### src/verilog/usbRx_consts.svh
`ifndef USBRX_CONSTS_SVH
`define USBRX_CONSTS_SVH

// Sync pattern as seen after the serial engine
`define SYNC_BYTE 8'h80

// Register contents after a good packet, received CRC included
`define CRC5_RESIDUE 5'h06
`define CRC16_RESIDUE 16'hB001

// Token payload after the PID is 11 address bits plus CRC5
`define TOKEN_MAX_BYTES 10'd2

`endif
### src/verilog/usbRxPkg.sv
package usbRxPkg;

  typedef enum logic [7:0] {
    dataStart         = 8'h00,
    dataStream        = 8'h01,
    dataStop          = 8'h02,
    dataBitStuffError = 8'h03
  } rxCtrlIn_e;

  typedef enum logic [7:0] {
    pktStart  = 8'h00,
    pktStream = 8'h01,
    pktStop   = 8'h02
  } rxCtrlOut_e;

  // PID bits 1:0
  typedef enum logic [1:0] {
    special   = 2'b00,
    token     = 2'b01,
    handshake = 2'b10,
    data      = 2'b11
  } pidType_e;

  typedef enum logic [2:0] {
    idleByte,
    checkSync,
    checkPid,
    tokenByte,
    dataByte,
    hsByte
  } byteSt_e;

  typedef enum logic [3:0] {
    stChk,
    stInit,
    stWaitByte,
    stIdleChkStart,
    stChkSync,
    stChkPid,
    stPidFirstByte,
    stHsFin,
    stHsChk,
    stTokenChkStrm,
    stTokenFin,
    stDataFin,
    stDataChkStrm,
    stTokenWaitCrc,
    stDataWaitCrc
  } procSt_e;

  // Status byte layout, bit 7 always zero
  localparam int statFlagBits = 7;
  localparam int statCrcError = 0;
  localparam int statBitStuff = 1;
  localparam int statOverflow = 2;
  localparam int statNak      = 3;
  localparam int statStall    = 4;
  localparam int statAck      = 5;
  localparam int statDataSeq  = 6;

endpackage

### src/verilog/usbCrcIf.sv
`timescale 1ns/1ps

interface usbCrcIf;
  logic        rstCrc;      // One-cycle reload to all ones
  logic [7:0]  crcData;
  logic        crc5En;
  logic        crc16En;
  logic [4:0]  crc5Result;
  logic        crc5Rdy;
  logic [15:0] crc16Result;
  logic        crc16Rdy;

  modport proc (
    output rstCrc, crcData, crc5En, crc16En,
    input  crc5Result, crc5Rdy, crc16Result, crc16Rdy
  );

  modport crc5 (
    input  rstCrc, crcData, crc5En,
    output crc5Result, crc5Rdy
  );

  modport crc16 (
    input  rstCrc, crcData, crc16En,
    output crc16Result, crc16Rdy
  );
endinterface

### src/verilog/usbRxProcessor.sv
`timescale 1ns/1ps

module usbRxProcessor (
  input  logic       clk,
  input  logic       rst,
  input  logic [7:0] byteIn,
  input  logic [7:0] ctrlIn,
  input  logic       byteInWEn,
  output logic       byteRdy,
  output logic [7:0] dataOut,
  output logic [7:0] ctrlOut,
  output logic       dataOutWEn
);
  import usbRxPkg::*;

  rxCtrlIn_e  ctrlInCode;
  rxCtrlOut_e ctrlOutCode;

  usbCrcIf crcBus ();

  // Plain byte codes at the boundary
  assign ctrlInCode = rxCtrlIn_e'(ctrlIn);
  assign ctrlOut    = ctrlOutCode;

  rxByteProcessor proc (
    .clk        (clk),
    .rst        (rst),
    .byteIn     (byteIn),
    .ctrlIn     (ctrlInCode),
    .byteInWEn  (byteInWEn),
    .byteRdy    (byteRdy),
    .dataOut    (dataOut),
    .ctrlOut    (ctrlOutCode),
    .dataOutWEn (dataOutWEn),
    .crc        (crcBus.proc)
  );

  crc5Unit crc5 (
    .clk (clk),
    .rst (rst),
    .crc (crcBus.crc5)
  );

  crc16Unit crc16 (
    .clk (clk),
    .rst (rst),
    .crc (crcBus.crc16)
  );

endmodule

### src/verilog/rxByteProcessor.sv
`timescale 1ns/1ps
`include "usbRx_consts.svh"

module rxByteProcessor (
  input  logic                 clk,
  input  logic                 rst,
  input  logic [7:0]           byteIn,
  input  usbRxPkg::rxCtrlIn_e  ctrlIn,
  input  logic                 byteInWEn,
  output logic                 byteRdy,
  output logic [7:0]           dataOut,
  output usbRxPkg::rxCtrlOut_e ctrlOut,
  output logic                 dataOutWEn,
  usbCrcIf.proc                crc
);
  import usbRxPkg::*;

  procSt_e                 state;
  procSt_e                 stateNxt;
  byteSt_e                 byteSt;
  byteSt_e                 byteStNxt;
  logic [7:0]              rxByte;
  logic [7:0]              rxByteNxt;
  rxCtrlIn_e               rxCtrl;
  rxCtrlIn_e               rxCtrlNxt;
  logic [statFlagBits-1:0] flags;
  logic [statFlagBits-1:0] flagsNxt;
  logic [9:0]              byteCnt;
  logic [9:0]              byteCntNxt;
  logic                    byteRdyNxt;
  logic [7:0]              dataOutNxt;
  rxCtrlOut_e              ctrlOutNxt;
  logic                    dataOutWEnNxt;
  logic                    rstCrcNxt;
  logic [7:0]              crcDataNxt;
  logic                    crc5EnNxt;
  logic                    crc16EnNxt;
  logic                    emitStatus;
  logic                    isToken;
  logic                    crcBad;

  assign isToken = (state == stTokenChkStrm);
  assign crcBad  = isToken ? (crc.crc5Result != `CRC5_RESIDUE)
                           : (crc.crc16Result != `CRC16_RESIDUE);

  always_comb
  begin
    stateNxt      = state;
    byteStNxt     = byteSt;
    rxByteNxt     = rxByte;
    rxCtrlNxt     = rxCtrl;
    flagsNxt      = flags;
    byteCntNxt    = byteCnt;
    byteRdyNxt    = byteRdy;
    dataOutNxt    = dataOut;
    ctrlOutNxt    = ctrlOut;
    crcDataNxt    = crc.crcData;
    dataOutWEnNxt = 1'b0;  // Pulses default low
    rstCrcNxt     = 1'b0;
    crc5EnNxt     = 1'b0;
    crc16EnNxt    = 1'b0;
    emitStatus    = 1'b0;

    case (state)
      stInit:
      begin
        byteStNxt  = idleByte;
        flagsNxt   = '0;
        byteCntNxt = '0;
        byteRdyNxt = 1'b1;
        stateNxt   = stWaitByte;
      end

      stWaitByte:
      begin
        if (byteInWEn)
        begin
          rxByteNxt  = byteIn;
          rxCtrlNxt  = ctrlIn;
          byteRdyNxt = 1'b0;
          stateNxt   = stChk;
        end
      end

      // Dispatch on packet phase
      stChk:
      begin
        case (byteSt)
          idleByte:  stateNxt = stIdleChkStart;
          checkSync: stateNxt = stChkSync;
          checkPid:  stateNxt = stChkPid;
          tokenByte: stateNxt = stTokenWaitCrc;
          dataByte:  stateNxt = stDataWaitCrc;
          hsByte:    stateNxt = stHsChk;
          default:   stateNxt = stInit;
        endcase
      end

      stIdleChkStart:
      begin
        if (rxCtrl == dataStart)
        begin
          byteStNxt = checkSync;
        end
        byteRdyNxt = 1'b1;
        stateNxt   = stWaitByte;
      end

      stChkSync:
      begin
        byteStNxt  = (rxByte == `SYNC_BYTE) ? checkPid : idleByte;
        byteRdyNxt = 1'b1;
        stateNxt   = stWaitByte;
      end

      stChkPid:
      begin
        if ((rxByte[7:4] ^ rxByte[3:0]) == 4'hF)
        begin
          flagsNxt      = '0;
          byteCntNxt    = '0;
          dataOutNxt    = rxByte;
          ctrlOutNxt    = pktStart;
          dataOutWEnNxt = 1'b1;
          rstCrcNxt     = 1'b1;
          stateNxt      = stPidFirstByte;
        end
        else
        begin
          byteStNxt  = idleByte;  // Bad PID, drop silently
          byteRdyNxt = 1'b1;
          stateNxt   = stWaitByte;
        end
      end

      stPidFirstByte:
      begin
        case (pidType_e'(rxByte[1:0]))
          token:
          begin
            byteStNxt = tokenByte;
          end
          handshake:
          begin
            case (rxByte[3:2])
              2'b00:   flagsNxt[statAck] = 1'b1;
              2'b10:   flagsNxt[statNak] = 1'b1;
              2'b11:   flagsNxt[statStall] = 1'b1;
              default: flagsNxt[statAck] = 1'b0;  // NYET, no flag
            endcase
            byteStNxt = hsByte;
          end
          data:
          begin
            flagsNxt[statDataSeq] = rxByte[3];
            byteStNxt = dataByte;
          end
          default:
          begin
            byteStNxt = idleByte;
          end
        endcase
        byteRdyNxt = 1'b1;
        stateNxt   = stWaitByte;
      end

      // Anything but stop after a handshake PID is an overflow
      stHsChk:
      begin
        if (rxCtrl != dataStop)
        begin
          flagsNxt[statOverflow] = 1'b1;
        end
        emitStatus    = 1'b1;
        ctrlOutNxt    = pktStop;
        dataOutWEnNxt = 1'b1;
        byteStNxt     = idleByte;
        stateNxt      = stHsFin;
      end

      stTokenWaitCrc:
      begin
        if (crc.crc5Rdy)
        begin
          stateNxt = stTokenChkStrm;
        end
      end

      stDataWaitCrc:
      begin
        if (crc.crc16Rdy)
        begin
          stateNxt = stDataChkStrm;
        end
      end

      stTokenChkStrm, stDataChkStrm:
      begin
        byteCntNxt = byteCnt + 10'd1;
        case (rxCtrl)
          dataStop:
          begin
            flagsNxt[statCrcError] = crcBad;
            emitStatus = 1'b1;
          end
          dataBitStuffError:
          begin
            flagsNxt[statBitStuff] = 1'b1;
            emitStatus = 1'b1;
          end
          dataStream:
          begin
            if (isToken && (byteCnt >= `TOKEN_MAX_BYTES))
            begin
              flagsNxt[statOverflow] = 1'b1;
              emitStatus = 1'b1;
            end
            else
            begin
              dataOutNxt    = rxByte;
              ctrlOutNxt    = pktStream;
              dataOutWEnNxt = 1'b1;
              crcDataNxt    = rxByte;
              crc5EnNxt     = isToken;
              crc16EnNxt    = !isToken;
            end
          end
          default:
          begin
            byteStNxt = idleByte;  // Unexpected start, abandon packet
          end
        endcase
        if (emitStatus)
        begin
          ctrlOutNxt    = pktStop;
          dataOutWEnNxt = 1'b1;
          byteStNxt     = idleByte;
        end
        stateNxt = isToken ? stTokenFin : stDataFin;
      end

      stHsFin, stTokenFin, stDataFin:
      begin
        byteRdyNxt = 1'b1;
        stateNxt   = stWaitByte;
      end

      default:
      begin
        stateNxt = stInit;
      end
    endcase

    // Status carries the flags updated this cycle
    if (emitStatus)
    begin
      dataOutNxt = {1'b0, flagsNxt};
    end
  end

  always_ff @(posedge clk)
  begin
    if (rst)
    begin
      state       <= stInit;
      byteSt      <= idleByte;
      flags       <= '0;
      byteCnt     <= '0;
      byteRdy     <= 1'b1;
      dataOutWEn  <= 1'b0;
      crc.rstCrc  <= 1'b0;
      crc.crc5En  <= 1'b0;
      crc.crc16En <= 1'b0;
    end
    else
    begin
      state       <= stateNxt;
      byteSt      <= byteStNxt;
      flags       <= flagsNxt;
      byteCnt     <= byteCntNxt;
      byteRdy     <= byteRdyNxt;
      dataOutWEn  <= dataOutWEnNxt;
      crc.rstCrc  <= rstCrcNxt;
      crc.crc5En  <= crc5EnNxt;
      crc.crc16En <= crc16EnNxt;
    end
  end

  always_ff @(posedge clk)
  begin
    rxByte      <= rxByteNxt;
    rxCtrl      <= rxCtrlNxt;
    dataOut     <= dataOutNxt;
    ctrlOut     <= ctrlOutNxt;
    crc.crcData <= crcDataNxt;
  end

endmodule

### src/verilog/crc16Unit.sv
`timescale 1ns/1ps

module crc16Unit (
  input logic    clk,
  input logic    rst,
  usbCrcIf.crc16 crc
);

  logic [15:0] crcReg;
  logic [7:0]  dataSr;
  logic [2:0]  bitCnt;
  logic        fb;

  // x^16+x^15+x^2+1 reflected is 0xA001
  assign fb = crcReg[0] ^ dataSr[0];
  assign crc.crc16Result = crcReg;

  always_ff @(posedge clk)
  begin
    if (rst || crc.rstCrc)
    begin
      crcReg       <= 16'hFFFF;
      bitCnt       <= 3'd0;
      crc.crc16Rdy <= 1'b1;
    end
    else if (crc.crc16Rdy)
    begin
      if (crc.crc16En)
      begin
        bitCnt       <= 3'd0;
        crc.crc16Rdy <= 1'b0;
      end
    end
    else
    begin
      crcReg <= {1'b0, crcReg[15:1]} ^ (fb ? 16'hA001 : 16'h0000);
      bitCnt <= bitCnt + 3'd1;
      if (bitCnt == 3'd7)
      begin
        crc.crc16Rdy <= 1'b1;
      end
    end
  end

  // Byte shifts out LSB first
  always_ff @(posedge clk)
  begin
    if (crc.crc16Rdy && crc.crc16En)
    begin
      dataSr <= crc.crcData;
    end
    else if (!crc.crc16Rdy)
    begin
      dataSr <= {1'b0, dataSr[7:1]};
    end
  end

endmodule

### src/verilog/crc5Unit.sv
`timescale 1ns/1ps

module crc5Unit (
  input logic   clk,
  input logic   rst,
  usbCrcIf.crc5 crc
);

  logic [4:0] crcReg;
  logic [7:0] dataSr;
  logic [2:0] bitCnt;
  logic       fb;

  // Reflected x^5+x^2+1, LSB first
  assign fb = crcReg[0] ^ dataSr[0];
  assign crc.crc5Result = crcReg;

  always_ff @(posedge clk)
  begin
    if (rst || crc.rstCrc)
    begin
      crcReg      <= 5'h1F;
      bitCnt      <= 3'd0;
      crc.crc5Rdy <= 1'b1;
    end
    else if (crc.crc5Rdy)
    begin
      if (crc.crc5En)
      begin
        bitCnt      <= 3'd0;
        crc.crc5Rdy <= 1'b0;
      end
    end
    else
    begin
      crcReg <= {1'b0, crcReg[4:1]} ^ (fb ? 5'h14 : 5'h00);
      bitCnt <= bitCnt + 3'd1;
      if (bitCnt == 3'd7)
      begin
        crc.crc5Rdy <= 1'b1;  // Eighth shift done
      end
    end
  end

  always_ff @(posedge clk)
  begin
    if (crc.crc5Rdy && crc.crc5En)
    begin
      dataSr <= crc.crcData;
    end
    else if (!crc.crc5Rdy)
    begin
      dataSr <= {1'b0, dataSr[7:1]};
    end
  end

endmodule

### config.mk
export PLATFORM = sky130hd
export DESIGN_NAME = usbRxProcessor
export DESIGN_NICKNAME = d
export VERILOG_FILES = /design/src/verilog/usbRxPkg.sv /design/src/verilog/usbCrcIf.sv /design/src/verilog/usbRxProcessor.sv /design/src/verilog/rxByteProcessor.sv /design/src/verilog/crc16Unit.sv /design/src/verilog/crc5Unit.sv
export VERILOG_INCLUDE_DIRS = /design/src /design/src/verilog
export SDC_FILE = /design/constraint.sdc
export NUM_CORES = 1
export LEC_CHECK = 0
export BUFFER_PORTS_ARGS = -buffer_cell sky130_fd_sc_hd__buf_4
export CORE_ASPECT_RATIO = 1.5
export CORE_MARGIN = 2
export CORE_UTILIZATION = 40
export CTS_CLUSTER_SIZE = 30
export DETAILED_ROUTE_END_ITERATION = 16
export MAX_ROUTING_LAYER = met4
export PLACE_DENSITY_LB_ADDON = 0.08
export SYNTH_ARGS = -nofsm -noshare
export SYNTH_HDL_FRONTEND = slang
export SYNTH_SLANG_ARGS = --single-unit
export TNS_END_PERCENT = 50
### constraint.sdc
create_clock -name clk -period 2.3 [get_ports clk]
set_input_delay 0.115 -clock clk [delete_from_list [all_inputs] [get_ports clk]]
set_output_delay 0.115 -clock clk [all_outputs]
set_load 0.02 [all_outputs]
==> impl_metrics.tcl, run 1 <==
set metrics [dict create \
    grt_pass1_wl_um 17800 \
    status "completed" \
    rr_endpoint "proc.crc.crcData[0]" \
    overflow 0 \
    min-delay-start "rst" \
    slowest_delay_ns 0.54 \
    async_flop_share 0 \
    drt_pass1_iterations 4 \
    ys.flop_type "dfxtp_1" \
    vdd_ir_drop_max_v 0.000382 \
    clk-insertion-delay-late_ns 0.35 \
    yosysTopAreaCell "edfxtp_1" \
    wl_per_cell_um 15.7 \
    n_antenna_cell 0 \
    viasPerCell 5.21 \
    final_layout_size_suffix_gt1_frac 0.214 \
    switching_share 0.236 \
    clkTransAtPathRegs_ns 0.07 \
    power.density_mw_per_mm2 643 \
    grt_max_degree 22 \
    final.setup.tns_ns 0 \
    cts.path.max_buffers 2 \
    crit_family "simple AND/OR/NAND/NOR gates" \
    die_area_sq_mm 0.0132 \
    hold_class "primary input to flop" \
    dp_hpwl_um 7650 \
    r2r_cells 4 \
    fin_nets 543 \
    core-area_sq_mm 0.0120 \
    placed_area_sq_mm 0.00544 \
    slowest_stage "or4_4" \
    grt_pass1_vias 3599 \
    portBuffers 30 \
    power.internal_mw 2.89 \
    fin_worst_skew_ns 0.0104 \
    rows 49 \
    finalCriticalPeriod_ns 2.21 \
    fmax_ghz 0.453 \
    final_util 0.489 \
    synth.top_cells.by_area "edfxtp_1, dfxtp_1, mux2_2" \
    maxCapViolCount 0 \
    final_area_sq_mm 0.00588 \
    dpl.cell_count 639 \
    drc 0 \
    syn2layout_area_growth_pct 19.6 \
    cts_setup_buffers 0 \
    worstPathArrival_ns 2.27 \
    power_frac_comb 0.076 \
    grt_usage 0.180 \
    path_cells "or4_4 > or4_1 > or3_1 > inv_4" \
    pre_cts_ws_ns -0.0315 \
    ant_nets 0 \
    cts_root_buf "clkbuf_16" \
    syn_inst 442 \
    finalMaxSlewViolations 0 \
    hold_path_end "proc.state[3]" \
    rrSetupSlack_ns 0.09 \
    p_seq_frac 0.539 \
    drtIter0Drc 169 \
    gp_congestion 0.833 \
    synth_cell_types 70 \
    holdPathStages 2 \
    finalNonFillerCells 671 \
    numCtsBuffers 9 \
    start_kind "flop" \
    syn_avg_cell_area_sq_um 11.1 \
    crit-reg2reg-launch "proc.rxCtrl[3]" \
    crit_required_ns 2.36 \
    cts.sinks 108 \
    nFillCells 1163 \
    die_w_um 94.5 \
    finalCritPeriodShare 0.960 \
    ys_seq_area_frac 0.539 \
    synth_edf_count 49 \
    io_pins 37 \
    rsz0062_at_grt "no" \
    clock_power_share 0.385 \
    num_vias 3497 \
    path_buf_inv 1 \
    fp.dieH_um 140 \
    ys_seq_elements 108 \
    totalWireLength_um 10500 \
    end_kind "flop" \
    synth.top_cell.area_share 0.299 \
    worst_slack_ns 0.0922 \
    initial_core_util 0.409 \
    finalHoldViolCount 0 \
    h-tree-depth 3 \
    tritoncts "done" \
    finalSetupViolCount 0 \
    ys.warnings.count 0 \
    p_leak_nw 2.28 \
    grt_antenna_before_repair 0 \
    crit_type "flop to flop" \
    power.switching_mw 0.894 \
    syn_area_sq_mm 0.00492 \
    critPathMaxFanout 8 \
]
synth_stat cells (all sizes together), types with 4 or more instances:
cell type and instances:
dfxtp 59, edfxtp 49, nand2 39, nor2 32
a21oi 23, mux2i 21, mux2 19, buf 15
o21ai 14, inv 13, ha 11, nand3 11
xnor2 10, nor2b 9, nor4 9, and2 8
nor3 8, clkbuf 7, o31ai 7, or4 7
nand2b 6, and3 5, nand4 4, o211ai 4
or3 4
cell type report:
| class | instances | area (sq um) | area share |
|---|---|---|---|
| clock buffers | 9 | 225 | 0.0383 |
| clock inverters | 7 | 50.0 | 0.00851 |
| well taps | 153 | 191 | 0.0326 |
| repair buffers | 78 | 638 | 0.109 |
| flip-flops and latches | 108 | 2650 | 0.451 |
| multi-input cells | 303 | 2070 | 0.352 |
| inverters | 13 | 51.3 | 0.00872 |
power groups by stage:
stage	Sequential (mW)	Combinational, mW	Clock (mW)
4_1_cts	2.04	0.289	1.50
6_report	2.04	0.288	1.46
3_5_place_dp	2.08	0.267	0
2_1_floorplan	2.08	0.181	0
5_1_grt	2.04	0.317	1.59
3_3_place_gp	2.08	0.265	0
worst register-to-register path: stages, from the launching register on:
cell	delay, ns
edfxtp_1	0.39
or4_4	0.54
or4_1	0.44
or3_1	0.43
inv_4	0.13
layer usage:
metal	track usage	part of all wire	routed length, um	vias up
met5	-	0	0	-
met4	0.0770	0.024	248	0
met3	0.0357	0.025	266	13
met2	0.300	0.53	5520	49
li1	-	-	-	1752
met1	0.207	0.43	4480	1683
worst max path at each step:
stage | start | end | slack (ns) | depth (start not counted)
final | proc.rxCtrl[3] | proc.crc.crcData[0] | 0.09 | 4
after global routing | proc.rxCtrl[3] | proc.crc.crcData[3] | 0.03 | 4
after CTS | proc.rxCtrl[3] | proc.crc.crcData[0] | 0.06 | 4
after detailed placement | proc.rxCtrl[3] | proc.crc.crcData[4] | -0.03 | 4
after global placement | proc.rxCtrl[3] | proc.crc.crcData[3] | -0.009 | 4
after floorplan | proc.rxCtrl[3] | proc.crc.crcData[0] | 0.09 | 4
cells in the final DEF, fill, tap and decap left out, drive strengths merged, types with 15 or more instances in the layout:
cell and n:
nand2 39, dlygate4sd3 16, edfxtp 49, dfxtp 59
buf 62, a21oi 23, inv 15, mux2 19
nor2 32, mux2i 21
flip-flops by register name, summed over array words and instances, names as in the netlist, 2 cells and up:
name,cells
proc.flags,7
proc.crc.crcData,8
proc.rxByte,8
crc16.dataSr,8
proc.byteSt,3
crc5.dataSr,8
proc.state,4
crc5.bitCnt,3
proc.rxCtrl,8
proc.ctrlOut,2
crc16.crc.crc16Result,16
crc16.bitCnt,3
proc.byteCnt,10
crc5.crc.crc5Result,5
proc.dataOut,8
metrics by stage:
stage / hold WS [ns] / total power, mW
final: 0.0767 / 3.78
after global routing: 0.0673 / 3.95
after CTS: 0.0631 / 3.82
after detailed placement: 0.294 / 2.35
after global placement: 0.293 / 2.35
after floorplan: 0.214 / 2.26
cells by family after synthesis:
family,synth area share
simple gates,0.172
compound gates,0.107
fa+ha+maj,0.0300
mux,0.0862
xor+xnor,0.0214
flops,0.539
other cells,0.000762
buf+inv,0.0432
timing repair:
| action | 4_1_cts | 5_1_grt |
|---|---|---|
| gates resized for setup | 1 | 1 |
| setup endpoints to repair | 8 | 8 |
| hold buffers | 16 | 0 |
| endpoints found under the hold margin | 16 | 0 |
No activity file was read; power rests on OpenSTA's default activity.
==> run 2: changes to the inputs <==
--- a/config.mk
+++ b/config.mk
@@ -6,9 +6,9 @@
 export SDC_FILE = /design/constraint.sdc
 export NUM_CORES = 1
 export LEC_CHECK = 0
+export ABC_CLOCK_PERIOD_IN_PS = 2300
 export BUFFER_PORTS_ARGS = -buffer_cell sky130_fd_sc_hd__buf_4
 export CORE_ASPECT_RATIO = 1.5
-export CORE_MARGIN = 2
 export CORE_UTILIZATION = 40
 export CTS_CLUSTER_SIZE = 30
 export DETAILED_ROUTE_END_ITERATION = 16
==> run 2 against run 1 <==
Compared with the run above: cell count down 0.15%; fmax down 1.6%; register-to-register slack worse by 0.04 ns; sequential power about the same; critical path depth up 1; critical path type unchanged; critical endpoint is now proc.byteSt[0]; largest power group unchanged.
==> impl_metrics.tcl, run 2 (synthesis results as in run 1) <==
set metrics [dict create \
    status "completed" \
    dpl.cell_count 638 \
    crit-reg2reg-launch "proc.rxCtrl[2]" \
    fp.dieH_um 138 \
    hold_class "primary input to flop" \
    largest_reg_flops 16 \
    final_common_cell "buf_4" \
    syn2layout_area_growth_pct 20.5 \
    finalCritPeriodShare 0.976 \
    portBuffers 30 \
    finalMaxSlewViolations 0 \
    worst_slack_ns 0.0555 \
    cts.sinks 108 \
    drtIter0Drc 124 \
    grt_antenna_before_repair 0 \
    viasPerCell 5.18 \
    wl_per_cell_um 15.4 \
    die_w_um 92.5 \
    gp_congestion 0.858 \
    clkTransAtPathRegs_ns 0.07 \
    mostFrequentLayoutCells "buf_4, dfxtp_1, edfxtp_1" \
    core-area_sq_mm 0.0120 \
    rrSetupSlack_ns 0.06 \
    finalNonFillerCells 670 \
    pre_cts_ws_ns -0.0314 \
    n_antenna_cell 0 \
    vdd_ir_drop_max_v 0.000345 \
    die_area_sq_mm 0.0128 \
    numCtsBuffers 9 \
    placed_area_sq_mm 0.00542 \
    crit_end "proc.byteSt[0]" \
    overflow 0 \
    final_util 0.493 \
    finalSetupViolCount 0 \
    dp_hpwl_um 7620 \
    p_leak_nw 2.30 \
    grt_pass1_vias 3499 \
    cts_root_buf "clkbuf_16" \
    fin_worst_skew_ns 0.00687 \
    grt_pass1_wl_um 16900 \
    grt_usage 0.181 \
    h-tree-depth 3 \
    cts_setup_buffers 0 \
    fmax_ghz 0.446 \
    fin_nets 542 \
    critPathMaxFanout 3 \
    drt_pass1_iterations 5 \
    worst_pin_slew_ns 0.563 \
    crit_type "flop to flop" \
    max_slew_margin 0.622 \
    start_kind "flop" \
    finalCriticalPeriod_ns 2.24 \
    power.density_mw_per_mm2 676 \
    r2r_cells 5 \
    end_kind "flop" \
    final_area_sq_mm 0.00593 \
    grt_max_degree 22 \
    finalHoldViolCount 0 \
    totalWireLength_um 10300 \
    cts.path.max_buffers 2 \
    rows 49 \
    final_layout_size_suffix_gt1_frac 0.219 \
    drc 0 \
    rsz0062_at_grt "yes" \
    io_pins 37 \
    num_vias 3473 \
    critical_path.startpoint "proc.rxCtrl[2]" \
    initial_core_util 0.409 \
    clk-insertion-delay-late_ns 0.35 \
    tritoncts "done" \
    worstPathArrival_ns 2.52 \
    ant_nets 0 \
    rr_endpoint "proc.byteSt[0]" \
    maxCapViolCount 0 \
    crit_required_ns 2.57 \
]
## run 2: timing repair
action	in CTS	in global routing
gates cloned	0	0
resized for setup	2	2
hold endpoints to repair	16	0
hold buffers	16	0
pin swaps	0	1
endpoints found under the setup margin	10	9
## run 2: critical path, stage by stage (launching register included)
cell and delay (ns):
edfxtp_1 0.42, or4_4 0.53, or4_4 0.43, o31a_1 0.31, o221ai_2 0.27, mux2i_1 0.22
## run 2: final cells by class
class | count | area (sq um)
fillers | 1167 | 6090
clock inverters | 7 | 105
repair buffers | 77 | 618
inverters | 13 | 51.3
flip-flops and latches | 108 | 2650
clock buffers | 9 | 225
well taps | 153 | 191
multi-input cells | 303 | 2080
## run 2: how the worst min path moves through the flow
| stage | from | to | slack, ns | depth (start not counted) |
|---|---|---|---|---|
| floorplan | byteIn[0] | proc.rxByte[0] | 0.21 | 0 |
| global placement | byteIn[6] | proc.rxByte[6] | 0.29 | 1 |
| detailed placement | byteIn[1] | proc.rxByte[1] | 0.29 | 1 |
| CTS | rst | proc.state[1] | 0.05 | 2 |
| global route | rst | proc.state[1] | 0.07 | 2 |
| finish | rst | proc.state[1] | 0.08 | 2 |
## run 2: report_power, final
group	switching, mW	internal [mW]
logic	0.155	0.127
clock network	0.714	0.972
registers	0.0215	2.02
## run 2: through the flow
stage / total power [mW] / setup TNS (ns) / hold WS (ns)
after global placement: 2.34 / 0 / 0.293
final: 4.01 / 0 / 0.0799
after detailed placement: 2.34 / -0.249 / 0.294
after CTS: 4.07 / 0 / 0.0543
after floorplan: 2.26 / 0 / 0.214
after global routing: 4.17 / -0.0118 / 0.0681
## run 2: routing by layer
metal | track usage | vias to the layer above | part of all wire
li1 | - | 1741 | -
met4 | 0.101 | 0 | 0.029
met3 | 0.0386 | 22 | 0.025
met2 | 0.307 | 60 | 0.52
met1 | 0.196 | 1650 | 0.42
met5 | - | - | 0
